==> config.mk <==
export PLATFORM = sky130hd
export DESIGN_NAME = npu_input_decode
export DESIGN_NICKNAME = d
export VERILOG_FILES = /design/src/npu_pkg.sv /design/src/npu_input_decode.sv
export SDC_FILE = /design/constraint.sdc
export NUM_CORES = 1
export LEC_CHECK = 0
export BUFFER_PORTS_ARGS = -buffer_cell sky130_fd_sc_hd__buf_2
export CAP_MARGIN = 10
export CORE_MARGIN = 4
export CORE_UTILIZATION = 35
export CTS_CLUSTER_SIZE = 40
export DETAILED_ROUTE_END_ITERATION = 16
export GPL_TIMING_DRIVEN = 0
export HOLD_SLACK_MARGIN = 0.05
export PLACE_DENSITY = 0.7
export REMOVE_ABC_BUFFERS = 1
export SYNTH_ARGS = -nofsm -noshare
export SYNTH_HDL_FRONTEND = slang
export SYNTH_SLANG_ARGS = --single-unit
==> constraint.sdc <==
create_clock -name CLK -period 2.2 [get_ports CLK]
set_input_delay 0.44 -clock CLK [delete_from_list [all_inputs] [get_ports CLK]]
set_output_delay 0.44 -clock CLK [all_outputs]
set_load 0.01 [all_outputs]
==> src/npu_pkg.sv <==
package npu_pkg;

  ////////////////////////////////////////////////////////////
  // datapath widths and counts
  ////////////////////////////////////////////////////////////

  localparam int DATA_W         = 16;  // samples, weights, offsets and config words
  localparam int ACC_W          = 48;  // partial sums flowing down the chain
  localparam int NUM_PE         = 8;   // processing elements in the chain
  localparam int PE_IDX_W       = 3;   // enough bits to name one pe
  localparam int OFFSET_FRAC    = 7;   // fraction bits the offset is shifted up by
  localparam int WBUF_DEPTH     = 64;  // words per weight buffer
  localparam int OBUF_DEPTH     = 16;  // words in the offset buffer
  localparam int ACC_FIFO_DEPTH = 16;  // chain results parked for a later pass

  ////////////////////////////////////////////////////////////
  // scalar types
  ////////////////////////////////////////////////////////////

  typedef logic signed [DATA_W-1:0] data_t;  // fixed point sample or weight
  typedef logic signed [ACC_W-1:0]  acc_t;   // wide accumulator word
  typedef logic [PE_IDX_W-1:0]      pe_idx_t;  // pe or buffer index

  ////////////////////////////////////////////////////////////
  // bundles
  ////////////////////////////////////////////////////////////

  // configuration port as it comes off the config FIFO
  typedef struct packed {
    data_t   data;      // word to store
    pe_idx_t wbuf_sel;  // which weight buffer takes the word
    logic    wbuf_we;   // store into the selected weight buffer
    logic    obuf_we;   // store into the offset buffer
  } cfg_bus_t;

  // strobes from the scheduler FSM
  typedef struct packed {
    logic    pe_write_en;        // latch the input bus into one pe
    pe_idx_t pe_sel;             // pe that takes the sample
    logic    acc_fifo_write_en;  // push the last pe sum
    logic    acc_fifo_read_en;   // feed the FIFO head into pe 0 and pop it
    logic    offset_read_en;     // step the offset buffer on
    pe_idx_t out_sel;            // pe sum driven onto the output
  } sched_t;

  typedef data_t [NUM_PE-1:0] pe_vec_data_t;  // one sample per pe
  typedef acc_t  [NUM_PE-1:0] pe_vec_acc_t;   // one partial sum per pe

endpackage

==> src/npu_input_decode.sv <==
`timescale 1ns/100ps

module npu_input_decode (
  input  logic                  CLK,
  input  logic                  npu_rst,
  input  npu_pkg::cfg_bus_t     cfg,
  input  logic                  pe_write_en,
  input  npu_pkg::pe_idx_t      pe_sel,
  input  npu_pkg::data_t        input_data,
  output npu_pkg::pe_vec_data_t pe_data,
  output logic [npu_pkg::NUM_PE-1:0] wbuf_we,
  output npu_pkg::data_t        cfg_data
);

  import npu_pkg::*;

  ////////////////////////////////////////////////////////////
  // sample load decode
  ////////////////////////////////////////////////////////////

  logic [NUM_PE-1:0] pe_load;     // one-hot load strobe per pe
  pe_vec_data_t      sample_q;    // the stored sample of every pe

  always_comb begin
    pe_load = '0;                 // nothing loads unless the scheduler asks
    if (pe_write_en) begin
      pe_load[pe_sel] = 1'b1;     // only the addressed pe sees the strobe
    end
  end

  // each pe keeps its sample until the scheduler writes a new one
  always_ff @(posedge CLK) begin
    if (npu_rst) begin
      sample_q <= '0;             // all pes start from a zero sample
    end else begin
      for (int i = 0; i < NUM_PE; i++) begin
        if (pe_load[i]) begin
          sample_q[i] <= input_data;  // sample is live for the next compute edge
        end
      end
    end
  end

  assign pe_data = sample_q;

  ////////////////////////////////////////////////////////////
  // weight buffer write decode
  ////////////////////////////////////////////////////////////

  always_comb begin
    wbuf_we = '0;                 // idle config cycles write nowhere
    if (cfg.wbuf_we) begin
      wbuf_we[cfg.wbuf_sel] = 1'b1;  // replaces the eight separate write strobes
    end
  end

  assign cfg_data = cfg.data;     // shared write data for every config store

endmodule

==> impl_metrics.yaml <==
final_layout:
  nFillCells: 1371
  syn2layout_area_growth_pct: 28.8
  layout-drive-gt1-share_pct: 32.8
  post-route-util_pct: 46.3
  stdcell_count: 809
  final-seq-area_mm2: 0.00256
  fin_nets: 655
  final_common_cell: "buf_2"
  largest_reg_flops: 128
  final_cell_mix: "buf_2 (160), nand2b_1 (147), mux2i_1 (128), dfxtp_1 (128), clkbuf_16 (17)"
  diodes: 0
  multi_input_area_mm2: 0.00235
die:
  die_h_um: 130
  ios: 195
  start_util_pct: 36.0
  die_area_mm2: 0.0170
  die_w_um: 130
  num_rows: 44
  core_area_mm2: 0.0146
clock_tree:
  numCtsBuffers: 17
  ctsHoldBuffers: 0
  cts_setup_buffers: 0
  htreeDepth: 4
  cts.repair.resized: 0
  clockRootBuffer: "clkbuf_16"
  cts_tree: "done"
  clk_pin_slew_worst_paths_ns: 0.06
  ctsLongestPathBuffers: 2
  clock_latency_ns: 0.40
  cts_sinks: 128
yosys:
  synthesis.area_mm2: 0.00525
  ys_ff_latch: 128
  ys_types: 17
  synth_top_area_share_pct: 48.8
  netlist_top_cells_area: "dfxtp_1 (49%), mux2i_1 (24%), nand2b_1 (18%)"
  yosysTopAreaCell: "dfxtp_1"
  synth_warnings: 0
  syn_inst: 489
  yosysSeqAreaShare_pct: 48.8
  syn_avg_cell_area_um2: 10.7
setup_path:
  startpoint_type: "input port"
  crit_path_end_kind: "flip-flop"
  crit_path_top_delay_cell: "nand4b_1"
  crit_chain: "buf_2, nand4b_1, buf_16, mux2i_1"
  crit_required_ns: 2.48
  path_class: "input port to flip-flop"
  cp_data_arrival_time_ns: 1.94
  cp_slowest_stage_delay_ns: 0.77
  crit_fanout: 10
global_route:
  antenna_found_initial: 0
  grt_max_degree: 145
  grt_pass1_vias: 3940
  grt_pass1_wl_um: 21100
  overflow: 0
  gr-usage-all-layers_pct: 16.2
placement:
  place_hpwl_um: 9780
  io_buffers: 161
  place_inst: 777
  gp_congestion: 0.776
route:
  drt_first_pass_iters: 4
  drt-initial-drc-count: 188
  routed_via_density: 4.70
  antenna_left: 0
  drc: 0
  vias: 3799
  detail_route.wl_per_cell_um: 17.0
  finalWirelength_um: 13700
timing:
  fin_skew_ns: 0
  rsz0062_at_grt: "false"
  fmax_mhz: 600
  hold_ws_ns: 0.469
  period_needed_ns: 1.67
  setup_viol: 0
  tns_ns: 0
  hold_viol_final: 0
  slew_viol_final: 0
  maxSlewHeadroom_pct: 32.5
  worstMarginPinSlew_ns: 1.01
  finalCritPeriodShare_pct: 75.8
min_path:
  min_path_type: "flip-flop to flip-flop"
power:
  power.density_mw_per_mm2: 858
  p_leak_uw: 0.00362
  vdd.ir_drop.worst_mv: 0.481
job:
  cap_violations: 0
outcome:
  status: "finished clean"
-- power breakdown --
group          total [uW]  switching, uW  internal [uW]
Combinational         360            194            165
Clock                3040            995           2040
Sequential           2400           27.6           2370
Total                5800           1220           4580
-- worst max-delay path, delay by kind of cell --
kind / cells / cell delay, ns
multiplexers: 1 / 0.13
AND/OR/NAND/NOR: 1 / 0.77
buffers and inverters: 2 / 0.59
-- cells in the mapped netlist --
cell	instances
mux2i_1	128
dfxtp_1	128
buf_4	16
buf_1	10
nand4bb_1	3
nand2_1	2
buf_2	16
nand2b_1	147
clkbuf_1	22
nor3_1	2
nand4b_1	3
buf_6	2
nor2_1	6
and4bb_2	1
nand4_1	1
or4b_1	1
nor4b_2	1
-- layout make-up --
| type | instances | area share, % |
|---|---|---|
| Clock inverter | 9 | 2.26 |
| Sequential cell | 128 | 37.9 |
| Multi-Input combinational cell | 295 | 34.8 |
| Timing Repair Buffer | 170 | 14.2 |
| Tap cell | 184 | 3.41 |
| Clock buffer | 23 | 7.37 |
-- path summary, 6_finish.rpt --
| path | start | endpoint | slack [ns] | cells past startpoint |
|---|---|---|---|---|
| hold / removal | pe_data[54] | pe_data[54] | 0.47 | 2 |
| setup reg to reg | pe_data[15] | pe_data[15] | 1.54 | 2 |
| hold reg to reg | pe_data[54] | pe_data[54] | 0.47 | 2 |
| setup / recovery | pe_sel[1] | pe_data[95] | 0.53 | 4 |
-- metrics by stage --
stage / worst slack (ns) / instance area, um2 / power (uW)
6_report: 0.533 / 6760 / 5800
5_1_grt: 0.476 / 6760 / 6000
4_1_cts: 0.522 / 6760 / 5870
3_5_place_dp: 0.0814 / 6110 / 2810
3_3_place_gp: -0.399 / 5940 / 2790
2_1_floorplan: 0.568 / 4910 / 2630
-- cell families (layout without fill, tap and decap cells) --
| family | Yosys count | after routing | share of synthesized area [%] |
|---|---|---|---|
| buf+inv | 66 | 202 | 6.53 |
| simple gates | 167 | 167 | 20.3 |
| flops | 128 | 128 | 48.8 |
| mux | 128 | 128 | 24.4 |
-- routing by layer --
| metal | vias up | wire length (um) | GRT usage [%] |
|---|---|---|---|
| met5 | - | 0 | 1.18 |
| met4 | 0 | 204 | 5.08 |
| met3 | 16 | 1030 | 6.34 |
| met2 | 129 | 6390 | 26.3 |
| met1 | 1831 | 6100 | 19.8 |
| li1 | 1823 | - | - |
(Power assumes the default switching activity.)
