<file path="src/npu_pkg.sv">
package npu_pkg;

  ////////////////////////////////////////////////////////////
  // datapath widths and counts
  ////////////////////////////////////////////////////////////

  localparam int DATA_W         = 16;  // samples, weights, offsets and config words
  localparam int ACC_W          = 48;  // partial sums flowing down the chain
  localparam int NUM_PE         = 8;   // processing elements in the chain
  localparam int PE_IDX_W       = 3;   // enough bits to name one pe
  localparam int OFFSET_FRAC    = 7;   // fraction bits the offset is shifted up by
  localparam int WBUF_DEPTH     = 64;  // words per weight buffer
  localparam int OBUF_DEPTH     = 16;  // words in the offset buffer
  localparam int ACC_FIFO_DEPTH = 16;  // chain results parked for a later pass

  ////////////////////////////////////////////////////////////
  // scalar types
  ////////////////////////////////////////////////////////////

  typedef logic signed [DATA_W-1:0] data_t;  // fixed point sample or weight
  typedef logic signed [ACC_W-1:0]  acc_t;   // wide accumulator word
  typedef logic [PE_IDX_W-1:0]      pe_idx_t;  // pe or buffer index

  ////////////////////////////////////////////////////////////
  // bundles
  ////////////////////////////////////////////////////////////

  // configuration port as it comes off the config FIFO
  typedef struct packed {
    data_t   data;      // word to store
    pe_idx_t wbuf_sel;  // which weight buffer takes the word
    logic    wbuf_we;   // store into the selected weight buffer
    logic    obuf_we;   // store into the offset buffer
  } cfg_bus_t;

  // strobes from the scheduler FSM
  typedef struct packed {
    logic    pe_write_en;        // latch the input bus into one pe
    pe_idx_t pe_sel;             // pe that takes the sample
    logic    acc_fifo_write_en;  // push the last pe sum
    logic    acc_fifo_read_en;   // feed the FIFO head into pe 0 and pop it
    logic    offset_read_en;     // step the offset buffer on
    pe_idx_t out_sel;            // pe sum driven onto the output
  } sched_t;

  typedef data_t [NUM_PE-1:0] pe_vec_data_t;  // one sample per pe
  typedef acc_t  [NUM_PE-1:0] pe_vec_acc_t;   // one partial sum per pe

endpackage

</file>
<file path="src/npu_circ_buf.sv">
`timescale 1ns/100ps

module npu_circ_buf #(
  parameter int DEPTH = 64
) (
  input  logic           CLK,
  input  logic           npu_rst,
  input  logic           read_en,
  input  logic           write_en,
  input  npu_pkg::data_t din,
  output npu_pkg::data_t dout
);

  import npu_pkg::*;

  localparam int PTR_W = $clog2(DEPTH);        // address bits
  localparam int CNT_W = $clog2(DEPTH + 1);    // count has to reach DEPTH itself
  localparam logic [PTR_W-1:0] PTR_LAST = PTR_W'(DEPTH - 1);  // last slot before wrap
  localparam logic [CNT_W-1:0] CNT_FULL = CNT_W'(DEPTH);      // every slot written

  data_t             mem [DEPTH];  // config words in write order
  logic [PTR_W-1:0]  wr_ptr;       // next slot a config write lands in
  logic [PTR_W-1:0]  rd_ptr;       // slot currently on the output
  logic [CNT_W-1:0]  count;        // how many slots hold real data
  logic              rd_wrap;      // read pointer is on the last written slot

  ////////////////////////////////////////////////////////////
  // storage
  ////////////////////////////////////////////////////////////

  always_ff @(posedge CLK) begin
    if (write_en) begin
      mem[wr_ptr] <= din;          // words are replayed in the order they arrive
    end
  end

  ////////////////////////////////////////////////////////////
  // pointers
  ////////////////////////////////////////////////////////////

  assign rd_wrap = (CNT_W'(rd_ptr) + 1'b1) == count;  // loop length is the written count

  always_ff @(posedge CLK) begin
    if (npu_rst) begin
      wr_ptr <= '0;                // a reset also throws away the loaded words
      rd_ptr <= '0;
      count  <= '0;
    end else if (write_en) begin
      wr_ptr <= (wr_ptr == PTR_LAST) ? '0 : wr_ptr + 1'b1;
      if (count != CNT_FULL) begin
        count <= count + 1'b1;     // saturates once the buffer is full
      end
    end else if (read_en && (count != '0)) begin
      rd_ptr <= rd_wrap ? '0 : rd_ptr + 1'b1;  // back to the first word after the last
    end
  end

  assign dout = (count == '0) ? '0 : mem[rd_ptr];  // an empty buffer reads as zero

endmodule

</file>
<file path="src/npu_result_stage.sv">
`timescale 1ns/100ps

module npu_result_stage (
  input  logic                 CLK,
  input  logic                 npu_rst,
  input  npu_pkg::data_t       cfg_data,
  input  logic                 obuf_we,
  input  logic                 offset_read_en,
  input  logic                 acc_fifo_write_en,
  input  logic                 acc_fifo_read_en,
  input  npu_pkg::pe_idx_t     out_sel,
  input  npu_pkg::pe_vec_acc_t pe_acc,
  output npu_pkg::acc_t        chain_in,
  output npu_pkg::acc_t        pe_dout
);

  import npu_pkg::*;

  localparam int FIFO_PTR_W = $clog2(ACC_FIFO_DEPTH);  // pointers wrap on their own

  ////////////////////////////////////////////////////////////
  // offset buffer
  ////////////////////////////////////////////////////////////

  data_t offset;        // bias word for the current neuron
  acc_t  offset_term;   // bias lined up with the product fraction bits

  npu_circ_buf #(
    .DEPTH    (OBUF_DEPTH)
  ) u_obuf (
    .CLK      (CLK),
    .npu_rst  (npu_rst),
    .read_en  (offset_read_en),
    .write_en (obuf_we),
    .din      (cfg_data),
    .dout     (offset)
  );

  assign offset_term = {{(ACC_W - DATA_W - OFFSET_FRAC){offset[DATA_W-1]}},
                        offset, {OFFSET_FRAC{1'b0}}};  // sign extend then shift by 7

  ////////////////////////////////////////////////////////////
  // accumulator FIFO
  ////////////////////////////////////////////////////////////

  acc_t                  fifo_mem [ACC_FIFO_DEPTH];  // parked chain results
  logic [FIFO_PTR_W-1:0] fifo_head;                  // oldest entry
  logic [FIFO_PTR_W-1:0] fifo_tail;                  // next free slot

  always_ff @(posedge CLK) begin
    if (acc_fifo_write_en) begin
      fifo_mem[fifo_tail] <= pe_acc[NUM_PE-1];  // only the end of the chain is saved
    end
  end

  // the scheduler is trusted not to overfill or underread
  always_ff @(posedge CLK) begin
    if (npu_rst) begin
      fifo_head <= '0;
      fifo_tail <= '0;
    end else begin
      if (acc_fifo_write_en) begin
        fifo_tail <= fifo_tail + 1'b1;
      end
      if (acc_fifo_read_en) begin
        fifo_head <= fifo_head + 1'b1;  // head was already used this cycle
      end
    end
  end

  ////////////////////////////////////////////////////////////
  // chain input and output select
  ////////////////////////////////////////////////////////////

  assign chain_in = acc_fifo_read_en ? fifo_mem[fifo_head] : offset_term;  // head shows before the pop
  assign pe_dout  = pe_acc[out_sel];  // any pe sum can be tapped

endmodule

</file>
<file path="config.mk">
export PLATFORM = sky130hd
export DESIGN_NAME = npu_result_stage
export DESIGN_NICKNAME = d
export VERILOG_FILES = /design/src/npu_pkg.sv /design/src/npu_circ_buf.sv /design/src/npu_result_stage.sv
export SDC_FILE = /design/constraint.sdc
export NUM_CORES = 1
export LEC_CHECK = 0
export BUFFER_PORTS_ARGS = -buffer_cell sky130_fd_sc_hd__buf_2
export CORE_ASPECT_RATIO = 0.5
export CORE_UTILIZATION = 40
export DETAILED_ROUTE_END_ITERATION = 16
export GPL_ROUTABILITY_DRIVEN = 0
export PLACE_DENSITY = 0.58
export SYNTH_ARGS = -nofsm -noshare
export SYNTH_HDL_FRONTEND = slang
export SYNTH_SLANG_ARGS = --single-unit
</file>
<file path="constraint.sdc">
create_clock -name CLK -period 5.8 [get_ports CLK]
set_input_delay 0.29 -clock CLK [delete_from_list [all_inputs] [get_ports CLK]]
set_output_delay 0.29 -clock CLK [all_outputs]
set_load 0.02 [all_outputs]
</file>
==> results.ini <==
[drt]
drc=0
wl_um=109000
vias_per_cell=5.47
drtIter0Drc=1943
ant_nets=0
dr_total_vias=23000
drt-pass1-iter-count=5
wl_per_cell_um=26.0

[grt]
grt_pass1_wl_um=160000
grt_pass1_vias=23700
gr-usage-all-layers=0.198
grt_max_degree=74
overflow=0
antenna_found_initial=5

[power]
power_density_nw_per_um2=316
irDropWorstVdd_mv=0.231
leakagePower_nw=16.7
totalPowerFinal_mw=16.1

[timing]
tns_ps=0
final_max_slew_viol_count=0
fin_hold_ws_ps=63.8
rsz0062_at_grt=no
finalHoldViolations=0
worstMarginPinSlew_ps=1150
max_freq_mhz=246
slew_headroom=0.235
fin_crit_sh=0.702
setup-violations-final=0
fin_crit_ps=4070
finalClockSkew_ps=23.4

[hold_path]
min_path_type=primary input to register

[critical_path]
cp_max_fo=43
worstSetupStartpointType=register
crit_arrival_ps=3780
crit_type=register to output pin
cp_top_family=compound AO/OA/AOI/OAI gates
slowest_stage=dfxtp_4
crit_buf_inv=1
critical-path-max-stage-delay_ps=840
crit_chain=mux4_2 > mux2i_1 > o22a_2 > o211ai_1 > buf_2
cp.required_ps=5510
end_kind=output pin

[synthesis]
syn_inst=2132
avgSynthCellArea_um2=20.4
synth_area_um2=43600
ys_ff_latch=1053
synthDistinctLibCells=43
synth_top_area_cell=edfxtp_1
yosys_warnings=0
ys_top_cells_by_count=1024 x edfxtp_1, 265 x mux4_2, 240 x mux2i_1, 57 x nand2_1, 50 x clkbuf_1
synth-async-reset-ratio=0
mappedNetlistNets=2553
synth_edf_count=1024
yosys-top-cells-area=edfxtp_1 71%, mux4_2 14%, mux2i_1 5.5%
yosysTopAreaCellShare=0.706
yosysSeqAreaShare=0.719
synth_flop_cell=edfxtp_1
synth_most_common_cell=edfxtp_1

[floorplan]
core_um2=108000
die_w_um=469
rows=85
start_util=0.405
pin_count=505
die_y_um=235
dieArea_um2=110000

[cells_and_area]
syn_to_final_growth_pct=17.4
regArea_um2=31300
drive_gt1_frac=0.368
multi_input_area_um2=11600
n_fill_cell=8961
final_nets=3109
stdcell_count=4203

[placement]
dp.cells=3964
io_buffers=504
post-dp-hpwl_um=62500

[clock_tree]
cts_sinks=1053
clockBufferDepth=3
cts_root_buf=clkbuf_16
post_cts_resized=0
cts_tree=yes
clock_latency_ps=690
cts_inserted_buffers=93
clkTransAtPathRegs_ps=70
h-tree-depth=3
postCtsSetupBuffers=0

[status]
status=complete, no violations

[run]
cap_viol_max_count=0

## cells in the final DEF, fill, tap and decap left out, drive strengths merged, types with 15 or more instances in the layout
cell type,Yosys,layout
o211ai,26,26
a22oi,41,41
mux4,277,277
nor2,38,38
nand2,57,57
mux2i,240,240
and2,40,40
a311o,15,15
clkinv,0,31
mux2,49,49
buf,86,534
clkbuf,51,123
dlygate4sd3,0,64
dfxtp,29,29
a21oi,47,47
nand3,34,34
o22ai,15,15
edfxtp,1024,1024
## routing by layer
layer  track usage  part of all wire
met5             0                 0
met4        0.0444             0.016
met3        0.0273             0.044
met2         0.312              0.48
met1         0.293              0.46
## final timing paths
kind                    startpoint               to  slack [ps]  depth (start not counted)
setup / recovery          register     chain_in[39]        1730                          5
hold reg to reg   u_obuf.rd_ptr[1]         register         520                          2
setup reg to reg      fifo_tail[2]  fifo_mem[4][40]        3630                          4
hold / removal         pe_acc[357]  fifo_mem[3][21]          60                          1
## state kept, by name, indices dropped and copies added, names as in the netlist, named ones only
register,count
u_obuf.mem,256
fifo_mem,768
fifo_tail,4
u_obuf.wr_ptr,4
u_obuf.rd_ptr,4
u_obuf.count,5
fifo_head,4
## area by class of cell
class / instances / area share
Sequential cell: 1053 / 0.613
Antenna cell: 3 / 0.000147
Clock inverter: 49 / 0.00881
Multi-Input combinational cell: 935 / 0.226
Clock buffer: 123 / 0.0495
Timing Repair Buffer: 598 / 0.0669
Inverter: 7 / 0.000514
Tap cell: 1435 / 0.0351
## cell families after synthesis
group | share of synthesized area
AOI/OAI and AO/OA | 0.0237
xor gates and xnor gates | 0.00322
adders and majority gates | 0.00345
buffers and inverters | 0.0174
DFF | 0.719
muxes | 0.212
and+or+nand+nor | 0.0213
## report_power, final
part,internal [mW],switching (mW)
registers,8.44,0.0572
clock network,3.37,2.81
logic,0.659,0.809
## worst reg2reg max path, cell delays in order (launching register included)
cell     delay, ps
dfxtp_1        410
nand2_1         70
nor2_1         230
and2_4         300
buf_4          740
## timing repair
| item | 4_1_cts | 5_1_grt |
|---|---|---|
| hold buffers | 64 | 0 |
| endpoints found under the hold margin | 897 | 0 |
| endpoints found under the setup margin | 0 | 0 |
## metrics by stage
stage               utilization  setup slack [ps]  area, um^2
floorplan                     -              3370       43600
global placement          0.441              2400       47500
detailed placement        0.441              2390       47500
CTS                       0.475              1630       51100
global route              0.475              1520       51100
finish                    0.475              1730       51100
(Power assumes the default switching activity.)
